`src/hw/sdu_settings.svh`:
```
`ifndef SDU_SETTINGS_SVH
`define SDU_SETTINGS_SVH

// clock cycles per serial bit, kept short for simulation
`define SDU_CLKS_PER_BIT 16

// debug memory geometry
`define SDU_MEM_AW 8
`define SDU_MEM_DW 16

// reply codes
// "K" after a write
`define SDU_ACK_BYTE 8'h4B
// "?" for an opcode that is not understood
`define SDU_ERR_BYTE 8'h3F

`endif
```
`src/hw/sdu_uart_pkg.sv`:
```
package sdu_uart_pkg;

    // phases of one serial character, shared by rx and tx
    typedef enum logic [1:0] {
        IDLE,
        START,
        DATA,
        STOP
    } uart_line_e;

endpackage

```
`src/hw/uart_tx.sv`:
```
`include "sdu_settings.svh"

module uart_tx (
    input  logic       clk,
    input  logic       arst_n,
    input  logic [7:0] tx_data,
    input  logic       tx_start,
    output logic       txd,
    output logic       tx_busy
);
    import sdu_uart_pkg::*;

    localparam int CNT_W = $clog2(`SDU_CLKS_PER_BIT);
    localparam logic [CNT_W-1:0] FULL_LOAD = CNT_W'(`SDU_CLKS_PER_BIT - 1);

    uart_line_e       state_q;
    logic [CNT_W-1:0] cnt_q;
    logic [2:0]       bit_idx_q;
    logic [7:0]       shift_q;
    logic             tick;

    assign tick = (cnt_q == '0);

    always_ff @(posedge clk or negedge arst_n) begin
        if (!arst_n) begin
            state_q   <= IDLE;
            cnt_q     <= '0;
            bit_idx_q <= '0;
            txd       <= 1'b1;
            tx_busy   <= 1'b0;
        end else begin
            // stays up one cycle past the end of the stop bit
            tx_busy <= tx_start | (state_q != IDLE);
            if (state_q != IDLE && !tick) begin
                cnt_q <= cnt_q - CNT_W'(1);
            end
            case (state_q)
                IDLE: begin
                    if (tx_start) begin
                        state_q <= START;
                        cnt_q   <= FULL_LOAD;
                        txd     <= 1'b0;
                    end
                end
                START: begin
                    if (tick) begin
                        state_q   <= DATA;
                        cnt_q     <= FULL_LOAD;
                        bit_idx_q <= '0;
                        txd       <= shift_q[0];
                    end
                end
                DATA: begin
                    if (tick) begin
                        cnt_q     <= FULL_LOAD;
                        bit_idx_q <= bit_idx_q + 3'd1;
                        if (bit_idx_q == 3'd7) begin
                            state_q <= STOP;
                            txd     <= 1'b1;
                        end else begin
                            txd <= shift_q[0];
                        end
                    end
                end
                STOP: begin
                    if (tick) begin
                        state_q <= IDLE;
                    end
                end
                default: state_q <= IDLE;
            endcase
        end
    end

    // next bit to send always waits in shift_q[0]
    always_ff @(posedge clk) begin
        if (state_q == IDLE && tx_start) begin
            shift_q <= tx_data;
        end else if (tick && (state_q == START || state_q == DATA)) begin
            shift_q <= {1'b0, shift_q[7:1]};
        end
    end

endmodule

```
`config.mk`:
```
export PLATFORM = sky130hd
export DESIGN_NAME = uart_tx
export DESIGN_NICKNAME = d
export VERILOG_FILES = /design/src/hw/sdu_uart_pkg.sv /design/src/hw/uart_tx.sv
export VERILOG_INCLUDE_DIRS = /design/src /design/src/hw
export SDC_FILE = /design/constraint.sdc
export NUM_CORES = 1
export LEC_CHECK = 0
export BUFFER_PORTS_ARGS = -buffer_cell sky130_fd_sc_hd__buf_2
export CAP_MARGIN = 20
export CORE_MARGIN = 4
export CORE_UTILIZATION = 40
export DETAILED_ROUTE_END_ITERATION = 8
export GPL_TIMING_DRIVEN = 0
export PLACE_DENSITY = 0.57
export SYNTH_ARGS = -nofsm -noshare
export SYNTH_HDL_FRONTEND = slang
export SYNTH_SLANG_ARGS = --single-unit
export TNS_END_PERCENT = 30
```
`constraint.sdc`:
```
create_clock -name clk -period 2 [get_ports clk]
set_input_delay 0.2 -clock clk [delete_from_list [all_inputs] [get_ports clk]]
set_output_delay 0.2 -clock clk [all_outputs]
set_load 0.01 [all_outputs]
```
Yosys cells after proc, flatten, opt, wreduce, memory -nomap -nowiden:

Index checks and enable logic that the tools add are counted.

* bits in registers: 19
* bits of input ports: 11
* output and inout bits: 2

* $add $sub $neg: 2
* reductions and logical operators: 15
* multiplexer cells: 20
* bitwise logic cells: 1
* equality and inequality tests: 9

Operators by type and width (count)
* 8-bit two-way mux: 2
* 4-bit two-way mux: 3
* 2-bit two-way mux: 5
* 2-bit inequality test, second input constant: 5
* 2-bit one-hot mux with 4 select lines: 1
* 4-bit one-hot mux with 2 select lines: 1
* 3-bit two-way mux: 2
* 3-bit one-hot mux with 2 select lines: 1
* 2-bit nonzero test: 3
* 5-bit AND reduction: 1
* 2-bit equality test, second input constant: 2
* 4-bit logical NOT: 1
* 1-bit two-way mux: 4
* 4-bit AND reduction: 1
* 4-bit by 1-bit subtractor with 4-bit output, second input constant: 1
* 3-bit by 1-bit adder with 3-bit output, second input constant: 1
* 3-bit equality test, second input constant: 1
* 1-bit logical AND: 3
* 1-bit one-hot mux with 3 select lines: 1
* 3-bit AND reduction: 1
* 3-bit nonzero test: 1
* 2-bit by 1-bit equality test with 1-bit output, second input constant: 1
* 2-bit logical NOT: 1
* 2-bit OR reduction: 1
* 3 further kinds: 3

Depth between registers and ports, before layout:

Gate-level depths: netlist of the first run.

* depth after elaboration: 6
* depth in mapped cells: 7
* mapped depth without buffers: 6

Worst setup path after synthesis of the first run:

No wires, ideal clock.

* path kind: reg2reg
* start: register state_q[0]
* end: register shift_q[0] (data pin)
* data arrival time: 1.377 ns
* stages on the path, launching flop included: 6
* required time: 1.740 ns
* setup time: 0.260 ns
* buffers on the path: 1
* period minus slack after synthesis: 1.637 ns
* path slack: 0.363 ns
* path through: dfrtp_1 inv_1 ha_1 buf_2 nand2_1 mux2_2

* cells in the longest elaborated chain, start to end: 3

Ends and longest elaborated chain
* start, declared: line uart_tx.sv:16 `uart_line_e state_q;`
* start signal, assigned: line uart_tx.sv:26 `state_q <= IDLE;`
* start signal, assigned: line uart_tx.sv:40 `state_q <= START;`
* start signal, assigned: line uart_tx.sv:47 `state_q <= DATA;`
* 2-bit logical NOT: line uart_tx.sv:77 `if (state_q == IDLE && tx_start) begin`
* 1-bit logical AND: line uart_tx.sv:77
* 8-bit two-way mux: line uart_tx.sv:77
* end signal, assigned: line uart_tx.sv:78 `shift_q <= tx_data;`
* end signal, assigned: line uart_tx.sv:80 `shift_q <= {1'b0, shift_q[7:1]};`
* end, declared: line uart_tx.sv:19 `logic [7:0] shift_q;`

No other way between the ends.
A chain may end at the register's enable or synchronous reset.

Final worst setup path of the first run:

* start: register state_q[0]
* end: register shift_q[5] (data pin)

Same word-level chain as after synthesis.

==> results of run 1 <==
-- where the power goes --
| part | internal (mW) | switching [mW] |
|---|---|---|
| Combinational | 0.381 | 0.450 |
| Clock | 0.0742 | 0.118 |
| Sequential | 0.626 | 0.0979 |
| Total | 1.08 | 0.666 |
-- layer usage --
metal | track usage, % | vias up | share of wire (%)
met2 | 19.0 | 15 | 47
met1 | 14.4 | 326 | 48
li1 | - | 346 | -
met3 | 3.34 | 2 | 4.9
met4 | 1.99 | 0 | 0.92
met5 | 0 | - | 0
-- sequential cells by signal, indices dropped and copies added, names as in the netlist --
name and cells:
shift_q 8, cnt_q 4, bit_idx_q 3, state_q 2
tx_busy 1, txd 1
-- stage by stage --
stage | area (µm²) | worst slack, ns | hold WS [ns] | power, mW
CTS | 1120 | 0.115 | 0.205 | 1.77
finish | 1120 | 0.165 | 0.207 | 1.75
global route | 1120 | 0.0515 | 0.187 | 1.92
detailed placement | 1080 | 0.130 | 0.0863 | 1.57
global placement | 1080 | 0.160 | 0.0902 | 1.54
floorplan | 988 | 0.363 | -0.0956 | 1.36
-- cell usage after synthesis --
cell	number
ha_1	7
nor3_1	2
buf_6	1
nor3b_2	1
nor2b_1	3
o21ai_0	9
nand3b_1	1
dfrtp_1	10
o22a_1	1
o311ai_0	1
nand3_1	3
a21oi_1	3
or4_1	1
or4_4	1
o21ai_1	1
buf_2	1
o31ai_1	1
and3_1	1
mux2_2	8
o21bai_1	1
a32o_1	2
edfxtp_1	8
inv_1	5
nor2_1	6
dfstp_2	1
a21o_1	1
nand2_1	6
-- final cells by class --
type,count,area (µm²)
fill,213,1150
timing repair buffer,13,70.1
tap,28,35.0
multi-input combinational,60,439
buffer,2,16.3
sequential,19,517
clock inverter,1,5.00
inverter,5,18.8
clock buffer,3,22.5
-- how the worst max path moves through the flow --
stage                                start                      to  slack (ns)  depth (start not counted)
detailed placement  state_q[0]$_DFFE_PN0P_    shift_q[1]$_DFFE_PP_        0.13                          5
finish              state_q[0]$_DFFE_PN0P_    shift_q[5]$_DFFE_PP_        0.17                          5
global route            cnt_q[0]$_DFF_PN0_  state_q[1]$_DFFE_PN0P_        0.05                          6
global placement    state_q[0]$_DFFE_PN0P_    shift_q[0]$_DFFE_PP_        0.16                          5
CTS                 state_q[0]$_DFFE_PN0P_    shift_q[3]$_DFFE_PP_        0.12                          5
floorplan           state_q[0]$_DFFE_PN0P_    shift_q[0]$_DFFE_PP_        0.36                          5
-- worst reg2reg max path, delay by kind of cell (launching register included) --
family	cells	cell delay (ns)
DFF	1	0.41
muxes	1	0.39
and+or+nand+nor	1	0.33
buffers and inverters	2	0.26
adders and majority gates	1	0.21
-- cells by family (layout without fill, tap and decap cells) --
| family | count (synthesis) | in the layout | share of synthesized area, % |
|---|---|---|---|
| AOI/OAI and AO/OA | 20 | 20 | 12.7 |
| adders and majority gates | 7 | 7 | 8.86 |
| buffers and inverters | 7 | 24 | 3.54 |
| DFF | 19 | 19 | 52.3 |
| muxes | 8 | 8 | 9.11 |
| and+or+nand+nor | 25 | 25 | 13.5 |
-- repair_timing --
item | 4_1_cts | 5_1_grt
endpoints found under the hold margin | 10 | 0
resized for setup | 0 | 1
setup endpoints to repair | 0 | 8
hold buffers | 1 | 0
==> impl_results.md, run 1 <==
- Status: complete, no violations
- Syn Nets: 104
- Via count: 689
- Setup TNS: 0 ns
- CP top delay family: flip-flops
- YS warnings: 0
- Worst setup SP type: flip-flop
- CP Data Arrival Time: 1.89 ns
- Setup crit end kind: flip-flop
- Post-layout utilization of the core: approximately 49%
- Final Hold Fails: 0
- Req. time, crit path: 2.05 ns
- Vias/cell: 5.26
- Clk sinks: 19
- Area share of the largest cell type after synthesis: 25.3%
- Avg WL per Cell: 13.3 µm
- Area leader, netlist: dfrtp_1
- RSZ-0062 raised after global routing: false
- Syn_area_per_cell: 11.5 µm²
- Cell breakdown of the critical path: inv_1 -> ha_1 -> buf_2 -> nand2_1 -> mux2_2
- R2R cell count: 5
- # nets final: ~120
- R2R Setup Slk: 0.17 ns
- Fin crit period: 1.83 ns
- Period utilization: about 92%
- Worst-Margin Slew: approximately 0.45 ns
- Inserted Diodes: 0
- Commonest non-fill, non-tap cell in the layout: buf_2
- Max Clock Skew: between 0.003 and 0.004 ns
- HP Class: in2reg
- Hold path depth: 2
- Critical R2R Capture: shift_q[5]$_DFFE_PP_
- Max H-tree Level: 1
- Postcts setup bufs: 0
- PwrDens: roughly 1600 mW/mm²
- Slew HR: 69.8%
- Crit path buf inv count: 2
- Worst path max stage delay: between 0.4 and 0.5 ns
- CTS tree: done
- Core Footprint: 0.00228 mm²
- Commonest non-fill, non-tap cells in the layout: buf_2 (13), dfrtp_1 (10), o21ai_0 (9), mux2_2 (8), edfxtp_1 (8)
- Max VDD drop: approximately 0.90 mV
- Top cells by area, synth: dfrtp_1 (25%), edfxtp_1 (24%), mux2_2 (9.1%), ha_1 (8.9%), o21ai_0 (4.6%)
- GRT overflow: 0
- Hold Path Origin: tx_data[6]
- Unique cell type count in the Yosys netlist: 27
- Max-Cap Viols: 0
- Pins Over Slew Limit: 0
- Initial Util: 43.4%
- FF-to-FF Start: state_q[0]$_DFFE_PN0P_
- Clock Tree Buf Depth: 2
- Final setup viols: 0
- Non-Filler Instances: about 130
- Kind of critical path: reg2reg
- Antenna Violating Nets Remaining: 0
- Total track usage: 11.3%
- Die Y: 57.7 µm
- Num rows: 17
- CP max FO: 10
- Clock root buffer: clkbuf_4
- Routed WL: 1740 µm
- Die X: 57.7 µm
- IO Pins: 13
- Fmax: 545 MHz
- Layout cell share with drive strength beyond 1: 29.1%
- Final HPWL DP: 1350 µm
- Post-Synthesis Cells: 86
- Register area share after synthesis: 52.3%
- DR pass1 iterations: 4
- Hold path endpoint: shift_q[6]$_DFFE_PP_
- CP max-delay cell: dfrtp_1
- DRC viols: 0
- Post-synthesis sequential element count: 19
- Cell area after synthesis: just under 0.001 mm²
- Clock transition at path regs: approximately 0.11 ns
- Die Footprint: 0.00333 mm²
- Lkg Pwr: 0.486 nW
- First-pass GRT wire length: 3020 µm
- Clk_lat worst skew: between 0.2 and 0.3 ns
- CTS Buf Count: 3
- Pin count of the biggest net entering global routing: 12
- Placed cell count: 126
- Initial antenna violation count: 0
- Final GP Congestion: 0.760
- Area grow syn2layout: 13.7%
- Vias in the first global route: a little under 700
- Number of port buffers: 12
- Initial DRC count: 13
Power figures use the tool's default switching activity.
==> run 2, diff against run 1 <==
- ABC_AREA: not set -> 1
==> impl_results.md, run 2 <==
- Status: complete, no violations
- RSZ-0062 raised after global routing: false
- Setup TNS: 0 ns (unchanged)
- First-pass GRT wire length: 2990 µm (-0.93%)
- R2R cell count: 6 (+1)
- Cts-stage hold buffer count: 1 (unchanged)
- Hold path depth: 2 (unchanged)
- Max Clock Skew: 0.000705 ns (-0.00235 ns)
- Clock root buffer: clkbuf_4
- Total track usage: 11.6% (+0.32 points)
- Period utilization: 83.6% (-8.2 points)
- Area grow syn2layout: 13.2%
- Area leader, netlist: dfrtp_1
- CTS resizes: 0 (unchanged)
- Slew HR: 68.0% (-1.8 points)
- Final HPWL DP: 1310 µm (-2.6%)
- R2R Setup Slk: 0.33 ns (+0.16 ns)
- DR pass1 iterations: 4 (unchanged)
- Commonest cells post-synth: nand2_1 (30), inv_1 (14), dfrtp_1 (10), edfxtp_1 (8)
- Hold Path Origin: tx_start
- Crit path buf inv count: 2 (unchanged)
- Via count: 724 (+5.1%)
- Initial antenna violation count: 0 (unchanged)
- CTS tree: done
- Commonest non-fill, non-tap cell in the layout: nand2_1
- Final GP Congestion: 0.779 (+2.4%)
- HP Class: in2reg
- Vias in the first global route: 712 (+2.3%)
- Initial DRC count: 12 (-1)
- Critical R2R Capture: cnt_q[0]$_DFF_PN0_
- Clk_lat worst skew: 0.30 ns (about the same)
- Lkg Pwr: 0.579 nW (+19%)
- Placed cell count: 145 (+15%)
- Pins Over Slew Limit: 0 (unchanged)
- Count leader, synth: nand2_1
- Avg WL per Cell: 11.5 µm (-14%)
- Routed WL: 1720 µm (-1.3%)
- Core Footprint: 0.00230 mm² (+0.93%)
- Worst path max stage delay: 0.43 ns (+0.02 ns)
- Clock Tree Buf Depth: 2 (unchanged)
- Initial Util: 43.8% (+0.36 points)
- FF-to-FF Start: state_q[1]$_DFFE_PN0P_
- Inserted Diodes: 0 (unchanged)
- DRC viols: 0 (unchanged)
- Num rows: 17 (unchanged)
- Setup crit end kind: flip-flop
- Layout cell share with drive strength beyond 1: 26.2% (-2.9 points)
- Post-Synthesis Cells: 105 (+22%)
- Async SR Flop Fraction: 57.9% (unchanged)
- Post-synthesis sequential element count: 19 (unchanged)
- Top reg by flops: shift_q
- Cell breakdown of the critical path: inv_1 -> ha_1 -> inv_1 -> o21ai_2 -> nand2_1 -> nand2_1
- Non-Filler Instances: 150 (+15%)
- CTS Buf Count: 3 (unchanged)
- Unique cell type count in the Yosys netlist: 20 (-26%)
- Kind of critical path: reg2reg
- Max-Cap Viols: 0 (unchanged)
- Commonest non-fill, non-tap cells in the layout: nand2_1 (30), inv_1 (14), buf_2 (12), dfrtp_1 (10), edfxtp_1 (8)
- Syn_area_per_cell: 9.58 µm² (-17%)
- Top_reg_cell synth: dfrtp_1
- Req. time, crit path: 2.24 ns (+0.19 ns)
- Largest regs: shift_q: 8 flops, cnt_q: 4 flops, bit_idx_q: 3 flops
- PwrDens: 1520 mW/mm² (-2.3%)
- Max VDD drop: 0.580 mV (-36%)
- Hold path endpoint: tx_busy$_DFF_PN0_
- Antenna Violating Nets Remaining: 0 (unchanged)
- Area share of the largest cell type after synthesis: 24.9% (-0.44 points)
- Max FFs per register: 8 (unchanged)
- Final setup viols: 0 (unchanged)
- Max H-tree Level: 1 (unchanged)
- Die Y: 58.2 µm (+0.76%)
- Syn Nets: 123 (+18%)
- YS warnings: 0 (unchanged)
- Clock transition at path regs: 0.11 ns (about the same)
- Pin count of the biggest net entering global routing: 12 (unchanged)
- CP Data Arrival Time: 1.92 ns (+0.03 ns)
- Worst-Margin Slew: 0.480 ns (+0.0315 ns)
- Vias/cell: 4.83 (-8.2%)
- GRT overflow: 0 (unchanged)
- Clk sinks: 19 (unchanged)
- Number of flops mapped to enable cells by yosys: 8 (unchanged)
- Top cells by area, synth: dfrtp_1 (25%), edfxtp_1 (24%), nand2_1 (11%), ha_1 (8.7%), mux2_2 (7.8%)
- # nets final: 141 (+16%)
- Worst setup SP type: flip-flop
- CP top delay family: compound AO/OA/AOI/OAI gates
- Final Hold Fails: 0 (unchanged)
- Cell area after synthesis: 0.00101 mm² (+1.8%)
- Die X: 58.2 µm (+0.76%)
- IO Pins: 13 (unchanged)
- Postcts setup bufs: 0 (unchanged)
- Register area share after synthesis: 51.4% (-0.91 points)
- Number of port buffers: 12 (unchanged)
- Fin crit period: 1.67 ns (-0.163 ns)
- Fmax: 598 MHz (+9.8%)
- Die Footprint: 0.00338 mm² (+1.5%)
- CP max-delay cell: o21ai_2
- CP max FO: 9 (-1)
[run 2: through the flow]
stage          hold slack (ns)  util, %  area, µm²  setup slack, ns  total power [mW]
5_1_grt                  0.145     49.6       1140            0.111              1.90
4_1_cts                  0.138     49.6       1140            0.300              1.75
2_1_floorplan          -0.0956        -       1010            0.557              1.36
6_report                 0.152     49.6       1140            0.328              1.73
3_3_place_gp            0.0823     47.9       1100            0.355              1.51
3_5_place_dp            0.0871     47.9       1100            0.333              1.55
[run 2: report_power, final]
group	internal (mW)	leakage, nW	total [mW]	switching, mW
Combinational	0.323	0.354	0.837	0.514
Sequential	0.610	0.207	0.694	0.0841
Clock	0.0747	0.0177	0.198	0.123
[run 2: cells by family after synthesis]
group	synth area share, %
fa+ha+maj	8.71
mux	7.84
compound gates	4.85
simple gates	21.6
flops	51.4
buf+inv	5.60
[run 2: worst max path at each step]
stage | start | endpoint | slack (ns) | cells past startpoint
floorplan | state_q[0]$_DFFE_PN0P_ | shift_q[0]$_DFFE_PP_ | 0.56 | 4
global placement | state_q[0]$_DFFE_PN0P_ | cnt_q[3]$_DFF_PN0_ | 0.35 | 6
detailed placement | state_q[0]$_DFFE_PN0P_ | cnt_q[0]$_DFF_PN0_ | 0.33 | 6
CTS | state_q[0]$_DFFE_PN0P_ | cnt_q[0]$_DFF_PN0_ | 0.30 | 6
global route | state_q[1]$_DFFE_PN0P_ | cnt_q[1]$_DFF_PN0_ | 0.11 | 6
finish | state_q[1]$_DFFE_PN0P_ | cnt_q[0]$_DFF_PN0_ | 0.33 | 6
[run 2: final cells by class]
class	instances	area, µm²
clock buffer	3	22.5
clock inverter	1	5.00
fill	228	1160
inverter	15	56.3
multi-input combinational	71	433
sequential	19	517
tap	28	35.0
timing repair buffer	13	70.1
[run 2: per-layer routing]
layer	routed length [µm]	share of wire [%]	track usage, %	up-vias
met1	805	47	14.9	330
met3	63	3.7	2.00	5
li1	-	-	-	377
met2	815	47	18.7	12
met4	38	2.2	5.96	0
met5	0	0	0	-
[run 2: worst register-to-register path: cells and delay by family (launching register included)]
kind | cells | cell delay [ns]
DFF | 1 | 0.41
buffers and inverters | 2 | 0.16
adders and majority gates | 1 | 0.27
and+or+nand+nor | 2 | 0.34
AOI/OAI and AO/OA | 1 | 0.43
