--- src/hw/sdu_settings.svh ---
`ifndef SDU_SETTINGS_SVH
`define SDU_SETTINGS_SVH

// clock cycles per serial bit, kept short for simulation
`define SDU_CLKS_PER_BIT 16

// debug memory geometry
`define SDU_MEM_AW 8
`define SDU_MEM_DW 16

// reply codes
// "K" after a write
`define SDU_ACK_BYTE 8'h4B
// "?" for an opcode that is not understood
`define SDU_ERR_BYTE 8'h3F

`endif
--- src/hw/sdu_uart_pkg.sv ---
package sdu_uart_pkg;

    // phases of one serial character, shared by rx and tx
    typedef enum logic [1:0] {
        IDLE,
        START,
        DATA,
        STOP
    } uart_line_e;

endpackage

--- src/hw/uart_rx.sv ---
`include "sdu_settings.svh"

module uart_rx (
    input  logic       clk,
    input  logic       arst_n,
    input  logic       rxd,
    output logic [7:0] rx_data,
    output logic       rx_valid
);
    import sdu_uart_pkg::*;

    localparam int CNT_W = $clog2(`SDU_CLKS_PER_BIT);
    localparam logic [CNT_W-1:0] FULL_LOAD = CNT_W'(`SDU_CLKS_PER_BIT - 1);
    localparam logic [CNT_W-1:0] HALF_LOAD = CNT_W'(`SDU_CLKS_PER_BIT / 2 - 1);

    uart_line_e       state_q;
    logic             rxd_meta;
    logic             rxd_sync;
    logic             rxd_prev;
    logic [CNT_W-1:0] cnt_q;
    logic [2:0]       bit_idx_q;
    logic [7:0]       shift_q;
    logic             tick;

    // two-flop synchronizer, third stage for the edge detect
    always_ff @(posedge clk or negedge arst_n) begin
        if (!arst_n) begin
            rxd_meta <= 1'b1;
            rxd_sync <= 1'b1;
            rxd_prev <= 1'b1;
        end else begin
            rxd_meta <= rxd;
            rxd_sync <= rxd_meta;
            rxd_prev <= rxd_sync;
        end
    end

    assign tick = (cnt_q == '0);

    always_ff @(posedge clk or negedge arst_n) begin
        if (!arst_n) begin
            state_q   <= IDLE;
            cnt_q     <= '0;
            bit_idx_q <= '0;
            rx_valid  <= 1'b0;
        end else begin
            rx_valid <= 1'b0;
            if (state_q != IDLE && !tick) begin
                cnt_q <= cnt_q - CNT_W'(1);
            end
            case (state_q)
                IDLE: begin
                    // falling edge, aim at the middle of the start bit
                    if (rxd_prev && !rxd_sync) begin
                        state_q <= START;
                        cnt_q   <= HALF_LOAD;
                    end
                end
                START: begin
                    if (tick) begin
                        if (!rxd_sync) begin
                            state_q   <= DATA;
                            cnt_q     <= FULL_LOAD;
                            bit_idx_q <= '0;
                        end else begin
                            // glitch, line went back high
                            state_q <= IDLE;
                        end
                    end
                end
                DATA: begin
                    if (tick) begin
                        cnt_q     <= FULL_LOAD;
                        bit_idx_q <= bit_idx_q + 3'd1;
                        if (bit_idx_q == 3'd7) begin
                            state_q <= STOP;
                        end
                    end
                end
                STOP: begin
                    if (tick) begin
                        // low stop bit drops the byte
                        rx_valid <= rxd_sync;
                        state_q  <= IDLE;
                    end
                end
                default: state_q <= IDLE;
            endcase
        end
    end

    // lsb first
    always_ff @(posedge clk) begin
        if (state_q == DATA && tick) begin
            shift_q <= {rxd_sync, shift_q[7:1]};
        end
    end

    // shifter holds still until the next frame's data bits
    assign rx_data = shift_q;

endmodule

--- config.mk ---
export PLATFORM = sky130hd
export DESIGN_NAME = uart_rx
export DESIGN_NICKNAME = d
export VERILOG_FILES = /design/src/hw/sdu_uart_pkg.sv /design/src/hw/uart_rx.sv
export VERILOG_INCLUDE_DIRS = /design/src /design/src/hw
export SDC_FILE = /design/constraint.sdc
export NUM_CORES = 1
export LEC_CHECK = 0
export BUFFER_PORTS_ARGS = -buffer_cell sky130_fd_sc_hd__clkbuf_2
export CORE_UTILIZATION = 30
export CTS_CLUSTER_DIAMETER = 200
export DETAILED_ROUTE_END_ITERATION = 10
export GPL_TIMING_DRIVEN = 0
export PLACE_DENSITY = 0.49
export REMOVE_ABC_BUFFERS = 1
export SKIP_CTS_REPAIR_TIMING = 1
export SLEW_MARGIN = 15
export SYNTH_ARGS = -nofsm -noshare
export SYNTH_HDL_FRONTEND = slang
export SYNTH_SLANG_ARGS = --single-unit
--- constraint.sdc ---
create_clock -name clk -period 1.9 [get_ports clk]
set_input_delay 0.19 -clock clk [delete_from_list [all_inputs] [get_ports clk]]
set_output_delay 0.19 -clock clk [all_outputs]
set_load 0.005 [all_outputs]
# --- Yosys cells after proc, flatten, opt, wreduce, memory -nomap -nowiden ---
# Index checks and enable logic that the tools add are counted.
# W data, S select, Z words.
totals:
  register_bits: 21
  input_bits: 3
  wordCells: 50
classes:
  addsub: 2
  n_eq_ne: 10
  mux: 19
  reduce_logical: 11
op_table:
  columns: ["op", "count"]
  rows:
  - ["$mux W4", 5]
  - ["$mux W2", 6]
  - ["$ne A2 B2 Y1 const B", 6]
  - ["$pmux W4 S3", 1]
  - ["$mux W3", 3]
  - ["$pmux W2 S4", 1]
  - ["$pmux W3 S2", 1]
  - ["$reduce_and A5 Y1", 1]
  - ["$eq A2 B2 Y1 const B", 2]
  - ["$logic_not A4 Y1", 1]
  - ["$reduce_and A4 Y1", 1]
  - ["$reduce_bool A2 Y1", 2]
  - ["$sub A4 B1 Y4 const B", 1]
  - ["$add A3 B1 Y3 const B", 1]
  - ["$eq A3 B3 Y1 const B", 1]
  - ["$logic_and A1 B1 Y1", 3]
  - ["$eq A2 B1 Y1 const B", 1]
  - ["$logic_not A1 Y1", 2]
  - ["$logic_not A2 Y1", 1]
  - ["$mux W1", 2]

# --- Depth between registers and ports, before layout ---
# Gate-level depths: netlist of run 1.
depth:
  depth_word: 7
  ltp_mapped: 6
  ltp_nobuf: 5

# --- Worst setup path before layout of run 1 ---
# No wires, ideal clock.
synth_path:
  kind: "flip-flop to flip-flop"
  start: "reg cnt_q[0]"
  end: "reg shift_q[0], in the netlist rx_data[0], enable pin"
  arrival_ns: 1.544
  required_ns: 1.526
  path_slack_ns: -0.017
  stages_incl_launch_ff: 6
  period_less_slack_ns: 1.917
  path_cell_list: "dfrtp_1 inv_1 ha_1 or3b_1 buf_2 nor2_1"
synth_between:
  elab_chain_cells: 2
synth_rtl:
  columns: ["item", "line", "rtl"]
  rows:
  - ["start, declared", "uart_rx.sv:20", "logic [CNT_W-1:0] cnt_q;"]
  - ["start signal, assigned", "uart_rx.sv:49", "cnt_q <= cnt_q - CNT_W'(1);"]
  - ["$logic_not A4 Y1", "uart_rx.sv:38", "assign tick = (cnt_q == '0);"]
  - ["$logic_and A1 B1 Y1", "uart_rx.sv:94", "if (state_q == DATA && tick) begin"]
  - ["end signal, assigned", "uart_rx.sv:95", "shift_q <= {rxd_sync, shift_q[7:1]};"]
  - ["end, declared", "uart_rx.sv:22", "logic [7:0] shift_q;"]
# No other way between the ends.
# A chain may end at the register's enable or synchronous reset.

# --- Worst setup path after layout of run 1 ---
layout_path:
  start: "reg cnt_q[0]"
  end: "reg bit_idx_q[0]"
layout_between:
  elab_chain_cells: 3
  elab_cells_between_ends: 4
layout_rtl:
  columns: ["item", "line", "rtl"]
  rows:
  - ["$logic_not A4 Y1 (*)", "uart_rx.sv:38", null]
  - ["$ne A2 B2 Y1 (no source line)", null, null]
  - ["$reduce_and A4 Y1 (no source line) (*)", null, null]
  - ["end signal, assigned", "uart_rx.sv:74", "bit_idx_q <= bit_idx_q + 3'd1;"]
  - ["end, declared", "uart_rx.sv:21", "logic [2:0] bit_idx_q;"]
# Every way passes the cells marked *; elsewhere a longest branch is shown, timed or not.

==> impl_metrics.tcl, run 1 <==
set metrics [dict create \
    p_leak_nw 0.4342 \
    clk_pin_slew_ns 0.12 \
    die_w_um 56.88 \
    clk_latency_ns 0.31 \
    setup_violations 0 \
    portBuffers 11 \
    firstDrtPassIters 4 \
    ir_drop_mv 0.4393 \
    power.density_nw_per_um2 1195 \
    fin_crit_ns 1.812 \
    vias 625 \
    dp_slack_ns -0.2854 \
    final_net_count 92 \
    worstSetupPathDepth 5 \
    relSlewSlack 0.6902 \
    skew_ns 0.002656 \
    drc_errors 0 \
    grt_overflow 0 \
    cap_viol_max_count 0 \
    synth.yosys.warnings 0 \
    track_usage 0.1121 \
    max_clock_freq_mhz 551.8 \
    wl_mm 1.601 \
    timing.final.ws_setup_ns 0.08766 \
    initial_utilization 0.3220 \
    crit_type "reg2reg" \
    status "finished, final reports clean" \
    wl_per_cell_um 13.80 \
    numCtsBuffers 3 \
    final_hold_viol_count 0 \
    diodes 0 \
    grt_setup_unrepaired "false" \
    r2r_cells 5 \
    synth_edf_count 8 \
    critPathRequiredTime_ns 2.11 \
    place_congestion 0.8575 \
    cts_max_path_buffers 2 \
    syn-cell-area_um2 903.4 \
    htree_levels 1 \
    crit_chain "inv_1 > ha_1 > or3b_4 > a21o_1 > mux2_4" \
    grt_pass1_vias 580 \
    synth.distinct_cells 31 \
    rows 19 \
    worstMarginPinSlew_ns 0.4638 \
    antenna_left 0 \
    cts.sink_count 21 \
    synth-main-ff-cell "dfrtp_1" \
    dp_hpwl_mm 1.059 \
    antenna_found_initial 0 \
    ys_seq_elements 21 \
    syn_inst 71 \
    fp.dieH_um 56.88 \
    drive_above_1_share 0.2471 \
    path_max_fanout 7 \
    coreArea_um2 2805 \
    fin_util 0.3711 \
    synth-async-reset-ratio 0.6190 \
    grt_pass1_wl_mm 2.704 \
    pin_count 12 \
    max_stage_delay_ns 0.46 \
    grt_max_degree 14 \
    drtIter0Drc 22 \
    arrival_ns 2.02 \
    die-area_um2 3235 \
    worst_path_max_delay_cell "or3b_4" \
    syn_to_final_growth_pct 15.24 \
    via_per_inst 5.388 \
    period_share 0.9539 \
    cp_top_family "simple AND/OR/NAND/NOR gates" \
    final_max_slew_viol_count 0 \
    root_buffer "clkbuf_4" \
    critPathCaptureType "flip-flop" \
    cts_tree "yes" \
    critPathLaunchType "flip-flop" \
    syn-mean-instance-area_um2 12.72 \
    critPathBufInv 1 \
    yosysSeqAreaShare 0.6302 \
    hold_class "in2async" \
]
cells in the final DEF, fill, tap and decap left out, types with 2 or more instances in the layout:
master,instances
a21oi_1,3
inv_1,4
clkbuf_2,11
a21o_1,2
nor3b_1,2
dlygate4sd3_1,2
o21ai_0,6
o32ai_1,2
nand2_1,2
nand4_1,2
dfrtp_1,10
nor3_1,2
ha_1,3
nor2_1,2
dfstp_2,3
clkbuf_4,3
edfxtp_1,8
layer usage:
metal	part of all wire	GRT usage	vias up
li1	-	-	300
met1	0.48	0.1431	302
met3	0.037	0.02765	7
met2	0.46	0.1701	16
met4	0.029	0.06969	0
met5	0	0	-
worst register-to-register path, stage by stage (launching register included):
cell and delay [ns]:
dfrtp_1 0.42, inv_1 0.08, ha_1 0.24, or3b_4 0.46, a21o_1 0.24, mux2_4 0.27
power breakdown:
group | internal, W | leakage (nW) | switching, W | total, W
Sequential | 0.000556 | 0.229 | 0.000112 | 0.000668
Combinational | 0.000179 | 0.187 | 0.000173 | 0.000352
Clock | 0.0000787 | 0.0177 | 0.000144 | 0.000223
stage by stage:
stage / TNS [ns] / total power, W / instance area [um^2] / hold WS (ns) / instances
after detailed placement: -2.525 / 0.001010 / 983.4 / 0.1086 / 110
final: 0 / 0.001244 / 1041 / 0.2866 / 116
after CTS: -2.455 / 0.001233 / 1011 / -0.2393 / 114
after global routing: 0 / 0.001332 / 1041 / 0.3245 / 116
after global placement: -2.146 / 0.001001 / 983.4 / 0.1077 / 110
after floorplan: 0 / 0.0009214 / 889.6 / -0.1056 / 68
cell families (layout without fill, tap and decap cells):
family / Yosys count / in the layout / share of synthesized area
compound gates: 17 / 17 / 0.1205
fa+ha+maj: 3 / 3 / 0.04156
buf+inv: 7 / 21 / 0.03185
flops: 21 / 21 / 0.6302
mux: 1 / 1 / 0.01662
simple gates: 22 / 22 / 0.1593
synth_stat cells, drive strengths merged (2+ instances only):
master	n	area share
a21o	2	0.017
inv	4	0.017
ha	3	0.042
nand2	2	0.0083
o21ai	6	0.033
nor2	3	0.012
or3b	2	0.019
o32ai	2	0.019
nor3b	2	0.017
dfrtp	10	0.28
buf	2	0.011
edfxtp	8	0.27
nor3	2	0.011
a21oi	3	0.017
nand4	2	0.014
dfstp	3	0.087
sequential cells by signal, summed over array words and instances (netlist names), named ones only:
register and count:
bit_idx_q 3, rxd_meta 1, rx_valid 1, rxd_sync 1, rxd_prev 1, rx_data 8, cnt_q 4, state_q 1
worst paths after layout:
kind                           from      endpoint  slack, ns
setup / recovery           cnt_q[0]  bit_idx_q[0]       0.09
hold / removal               arst_n      rx_valid       0.29
setup reg to reg           cnt_q[0]  bit_idx_q[0]       0.09
hold reg to reg            rxd_meta      rxd_sync       0.37
max in group asynchronous    arst_n      rxd_meta       1.32
min in group clk           rxd_meta      rxd_sync       0.37
cell type report:
cell class                      instances  area [um^2]
Multi-Input combinational cell         43        315.3
Clock inverter                          1        5.005
Clock buffer                            3        22.52
Inverter                                4        15.01
Timing Repair Buffer                   13        75.07
Tap cell                               31        38.79
Sequential cell                        21        569.3
Fill cell                             269         1764
Note: power is estimated with default switching activity, not from simulation.
==> run 2: changes to the inputs <==
--- a/config.mk
+++ b/config.mk
@@ -6,12 +6,13 @@
 export SDC_FILE = /design/constraint.sdc
 export NUM_CORES = 1
 export LEC_CHECK = 0
+export ABC_AREA = 1
 export BUFFER_PORTS_ARGS = -buffer_cell sky130_fd_sc_hd__clkbuf_2
-export CORE_UTILIZATION = 30
+export CORE_UTILIZATION = 49
 export CTS_CLUSTER_DIAMETER = 200
 export DETAILED_ROUTE_END_ITERATION = 10
 export GPL_TIMING_DRIVEN = 0
-export PLACE_DENSITY = 0.49
+export PLACE_DENSITY = 0.72
 export REMOVE_ABC_BUFFERS = 1
 export SKIP_CTS_REPAIR_TIMING = 1
 export SLEW_MARGIN = 15
==> run 2 against run 1 <==
- global-route usage up 5.4 points
- combinational power up 35%
- final cell count up 13%
- design area down 0.60%
- highest routed layer unchanged
- largest power group unchanged
==> impl_metrics.tcl, run 2 <==
set metrics [dict create \
    status "finished, final reports clean" \
    syn_inst 89 \
    synthTopCellsByArea "dfrtp_1, edfxtp_1, nand2_1, dfstp_2, nand3_1" \
    post-synth-top-area-cell "dfrtp_1" \
    critPathRequiredTime_ns 1.89 \
    arrival_ns 1.63 \
    portBuffers 11 \
    drive_above_1_share 0.2358 \
    seq_area_um2 569.3 \
    cts_tree "yes" \
    final_common_cell "nand2_1" \
    diodes 0 \
    r2r_setup_slack_ns 0.26 \
    rr_startpoint "cnt_q[0]" \
    critPathLaunchType "flip-flop" \
    multiInputGateArea_um2 291.5 \
    clk_latency_ns 0.29 \
    synth.yosys.warnings 0 \
    cts_max_path_buffers 2 \
    syn-cell-area_um2 902.1 \
    holdWs_ns 0.3076 \
    relSlewSlack 0.7826 \
    cts.sink_count 21 \
    drc_errors 0 \
    ys_top_cells_by_count "nand2_1, dfrtp_1" \
    synth-async-reset-ratio 0.6190 \
    dp_hpwl_mm 1.050 \
    p_leak_nw 0.4894 \
    power.density_nw_per_um2 1283 \
    tns_ns 0 \
    crit_type "reg2reg" \
    cap_viol_max_count 0 \
    via_per_inst 4.740 \
    antenna_left 0 \
    worstMarginPinSlew_ns 0.3242 \
    r2r_end "rx_data[3]" \
    skew_ns 0.002041 \
    root_buffer "clkbuf_4" \
    hold_class "in2async" \
    largest_register_ffs 8 \
    clk_pin_slew_ns 0.11 \
    rows 15 \
    firstDrtPassIters 3 \
    antenna_found_initial 0 \
    grt_pass1_wl_mm 2.318 \
    final_net_count 113 \
    drtIter0Drc 4 \
    max_clock_freq_mhz 611.3 \
    pin_count 12 \
    synth_edf_count 8 \
    vias 621 \
    numCtsBuffers 3 \
    synth_top_area_frac 0.2774 \
    die_w_um 44.91 \
    path_max_fanout 10 \
    fin_crit_ns 1.636 \
    ys_seq_elements 21 \
    syn_to_final_growth_pct 14.70 \
    timing.final.ws_setup_ns 0.2640 \
    r2r_cells 6 \
    synth.distinct_cells 20 \
    die-area_um2 2016 \
    track_usage 0.1662 \
    final_hold_viol_count 0 \
    setup_violations 0 \
    final_cell_mix "nand2_1, clkbuf_2, dfrtp_1" \
    synth-main-ff-cell "dfrtp_1" \
    grt_pass1_vias 538 \
    syn-mean-instance-area_um2 10.14 \
    coreArea_um2 1727 \
    nFillCells 149 \
    yosysSeqAreaShare 0.6311 \
    initial_utilization 0.5225 \
    dp_slack_ns 0.2562 \
    wl_per_cell_um 10.52 \
    ir_drop_mv 0.6725 \
    grt_overflow 0 \
    htree_levels 1 \
    yosysMostFrequentCell "nand2_1" \
    grt_setup_unrepaired "false" \
    period_share 0.8610 \
    final_max_slew_viol_count 0 \
    wl_mm 1.378 \
    fp.dieH_um 44.91 \
    place_congestion 0.7142 \
    critPathCaptureType "flip-flop" \
    grt_max_degree 14 \
]
run 2: cell types whose count changed after synthesis, sizes merged, moves of 2 or more:
cell,before,now
nand3,1,8
inv,4,10
buf,2,0
or3b,2,0
nor3b,2,0
a21oi,3,1
o32ai,2,0
nand2,2,27
a21o,2,0
o21ai,6,3
nor2,3,10
run 2: report_power, final:
group          internal (W)  switching [W]
Clock             0.0000817       0.000124
Combinational      0.000177       0.000298
Sequential         0.000566      0.0000807
Total              0.000824       0.000504
run 2: routing by layer:
layer,vias to the layer above,share of wire,GRT usage
met3,4,0.019,0.03600
li1,323,-,-
met4,0,0.015,0.07273
met5,-,0,0
met2,8,0.49,0.2706
met1,286,0.47,0.2149
run 2: final cells by class:
cell class / count / area share
repair buffers: 13 / 0.07255
inverters: 11 / 0.03990
multi-input cells: 57 / 0.2817
flip-flops and latches: 21 / 0.5502
well taps: 25 / 0.03023
clock buffers: 4 / 0.02539
run 2: metrics by stage:
step / area [um^2] / total power (W) / std cells / utilization
final: 1035 / 0.001328 / 131 / 0.5993
after global routing: 1035 / 0.001442 / 131 / 0.5993
after CTS: 1015 / 0.001337 / 129 / 0.5877
after detailed placement: 988.4 / 0.001129 / 125 / 0.5725
after global placement: 988.4 / 0.001107 / 125 / 0.5725
after floorplan: 902.1 / 0.001030 / 89 / -
run 2: critical path, stage by stage, from the launching register on:
cell	delay, ns
dfrtp_1	0.39
inv_1	0.11
ha_1	0.26
nand2_1	0.09
nor2_2	0.17
nand2_1	0.10
clkinv_1	0.21
run 2: worst max-delay path by stage:
stage,from,endpoint,slack [ns]
floorplan,cnt_q[0],rx_data[0],0.44
global placement,cnt_q[0],rx_data[0],0.30
detailed placement,cnt_q[0],rx_data[0],0.26
CTS,cnt_q[0],rx_data[1],0.22
global route,cnt_q[0],rx_data[6],0.09
finish,cnt_q[0],rx_data[3],0.26
run 2: logic make-up after synthesis:
group	share of synthesized area
DFF	0.6311
xor gates and xnor gates	0.009711
and+or+nand+nor	0.2455
buffers and inverters	0.04577
adders and majority gates	0.04161
AOI/OAI and AO/OA	0.02635
==> run 3: changes to the inputs <==
--- a/config.mk
+++ b/config.mk
@@ -6,12 +6,13 @@
 export SDC_FILE = /design/constraint.sdc
 export NUM_CORES = 1
 export LEC_CHECK = 0
-export ABC_AREA = 1
 export BUFFER_PORTS_ARGS = -buffer_cell sky130_fd_sc_hd__clkbuf_2
 export CORE_UTILIZATION = 49
 export CTS_CLUSTER_DIAMETER = 200
+export CTS_CLUSTER_SIZE = 30
 export DETAILED_ROUTE_END_ITERATION = 10
 export GPL_TIMING_DRIVEN = 0
+export HOLD_SLACK_MARGIN = 0.12
 export PLACE_DENSITY = 0.72
 export REMOVE_ABC_BUFFERS = 1
 export SKIP_CTS_REPAIR_TIMING = 1
==> run 3 against run 2 <==
- via count shrank 5.2%
- critical path depth shrank 1
- combinational power shrank 25%
- final cell count shrank 16%
==> impl_metrics.tcl, run 3 (synthesis results as in run 1) <==
set metrics [dict create \
    status "finished, final reports clean" \
    critPathRequiredTime_ns 2.09 \
    grt_pass1_wl_mm 2.311 \
    die-area_um2 2019 \
    grt_setup_unrepaired "false" \
    hold_class "in2async" \
    cts.sink_count 21 \
    dp_hpwl_um 987.2 \
    track_usage 0.1592 \
    seq_area_um2 569.3 \
    die_w_um 44.94 \
    crit_start "cnt_q[0]" \
    worstMarginPinSlew_ns 0.3831 \
    pin_count 12 \
    largest_register_ffs 8 \
    power.density_nw_per_um2 1190 \
    rows 15 \
    drtIter0Drc 14 \
    final_hold_viol_count 0 \
    firstDrtPassIters 4 \
    critPathLaunchType "flip-flop" \
    initial_utilization 0.5232 \
    clk_latency_ns 0.29 \
    drive_above_1_share 0.2471 \
    final_cell_mix "clkbuf_2, dfrtp_1, edfxtp_1" \
    final_net_count 92 \
    internal_power_w 0.0008146 \
    skew_ns 0.004850 \
    grt_overflow 0 \
    arrival_ns 1.99 \
    grt_max_degree 14 \
    relSlewSlack 0.7410 \
    vias 589 \
    crit_type "reg2reg" \
    rr_startpoint "cnt_q[0]" \
    power_frac_seq 0.541 \
    coreArea_um2 1727 \
    htree_levels 1 \
    p_leak_nw 0.4342 \
    p_clk_frac 0.169 \
    cts_tree "yes" \
    wl_per_cell_um 12.95 \
    timing.final.ws_setup_ns 0.1003 \
    numCtsBuffers 3 \
    place_congestion 0.7378 \
    comb_power_share 0.290 \
    path_max_fanout 7 \
    clk_pin_slew_ns 0.12 \
    portBuffers 11 \
    period_share 0.9472 \
    fin_crit_ns 1.800 \
    setup_violations 0 \
    syn_to_final_growth_pct 14.40 \
    cts_max_path_buffers 2 \
    dp_slack_ns -0.2451 \
    diodes 0 \
    holdWs_ns 0.3080 \
    multiInputGateArea_um2 315.3 \
    max_clock_freq_mhz 555.6 \
    finalNonFillerCells 110 \
    p_sw_frac 0.3377 \
    power.switching_w 0.0004153 \
    root_buffer "clkbuf_4" \
    antenna_found_initial 0 \
    cap_viol_max_count 0 \
    final_max_slew_viol_count 0 \
    fp.dieH_um 44.94 \
    nFillCells 156 \
    grt_pass1_vias 543 \
    via_per_inst 5.355 \
    critPathCaptureType "flip-flop" \
    post-place-cells 104 \
    wl_mm 1.424 \
    final_common_cell "clkbuf_2" \
    drc_errors 0 \
    ir_drop_mv 0.7135 \
    antenna_left 0 \
]
run 3: metrics by stage:
step                setup TNS [ns]  utilization  instance area (um^2)  total power, W
floorplan                        0            -                 889.6       0.0009214
global placement            -1.828       0.5652                 975.9       0.0009905
detailed placement          -2.159       0.5652                 975.9        0.001012
CTS                         -2.395       0.5812                  1003        0.001219
global route                     0       0.5986                  1033        0.001322
finish                           0       0.5986                  1033        0.001230
run 3: path summary, 6_finish.rpt:
| path | to | slack [ns] | cells after the start |
|---|---|---|---|
| max | bit_idx_q[0] | 0.10 | 5 |
| min | cnt_q[0] | 0.31 | 2 |
| max reg2reg | bit_idx_q[0] | 0.10 | 5 |
| min reg2reg | rxd_sync | 0.36 | 0 |
| max in group asynchronous | rxd_meta | 1.29 | 2 |
| min in group clk | rxd_sync | 0.36 | 0 |
run 3: routing by layer:
metal,GRT usage,vias to the layer above,wire (um),part of all wire
met2,0.2174,6,600,0.42
met4,0.06667,0,5,0.0035
li1,-,299,-,-
met5,0,-,0,0
met3,0.02400,2,28,0.020
met1,0.2520,282,789,0.55
run 3: power groups by stage:
stage / clock network (W) / registers, W / logic (W)
floorplan: 0 / 0.000644 / 0.000277
global placement: 0 / 0.000668 / 0.000322
detailed placement: 0 / 0.000673 / 0.000339
CTS: 0.000216 / 0.000663 / 0.000340
global route: 0.000231 / 0.000684 / 0.000407
finish: 0.000208 / 0.000665 / 0.000357
run 3: worst max-delay path, cell delays in order (launching register included):
cell	delay, ns
dfrtp_1	0.41
inv_1	0.08
ha_1	0.24
or3b_4	0.46
a21o_1	0.23
mux2_4	0.27
run 3: layout make-up:
class | count | share of cell area
clock buffer | 3 | 0.02179
clock inverter | 1 | 0.004843
inverter | 4 | 0.01453
multi-input combinational | 43 | 0.3051
sequential | 21 | 0.5508
tap | 25 | 0.03027
timing repair buffer | 13 | 0.07264
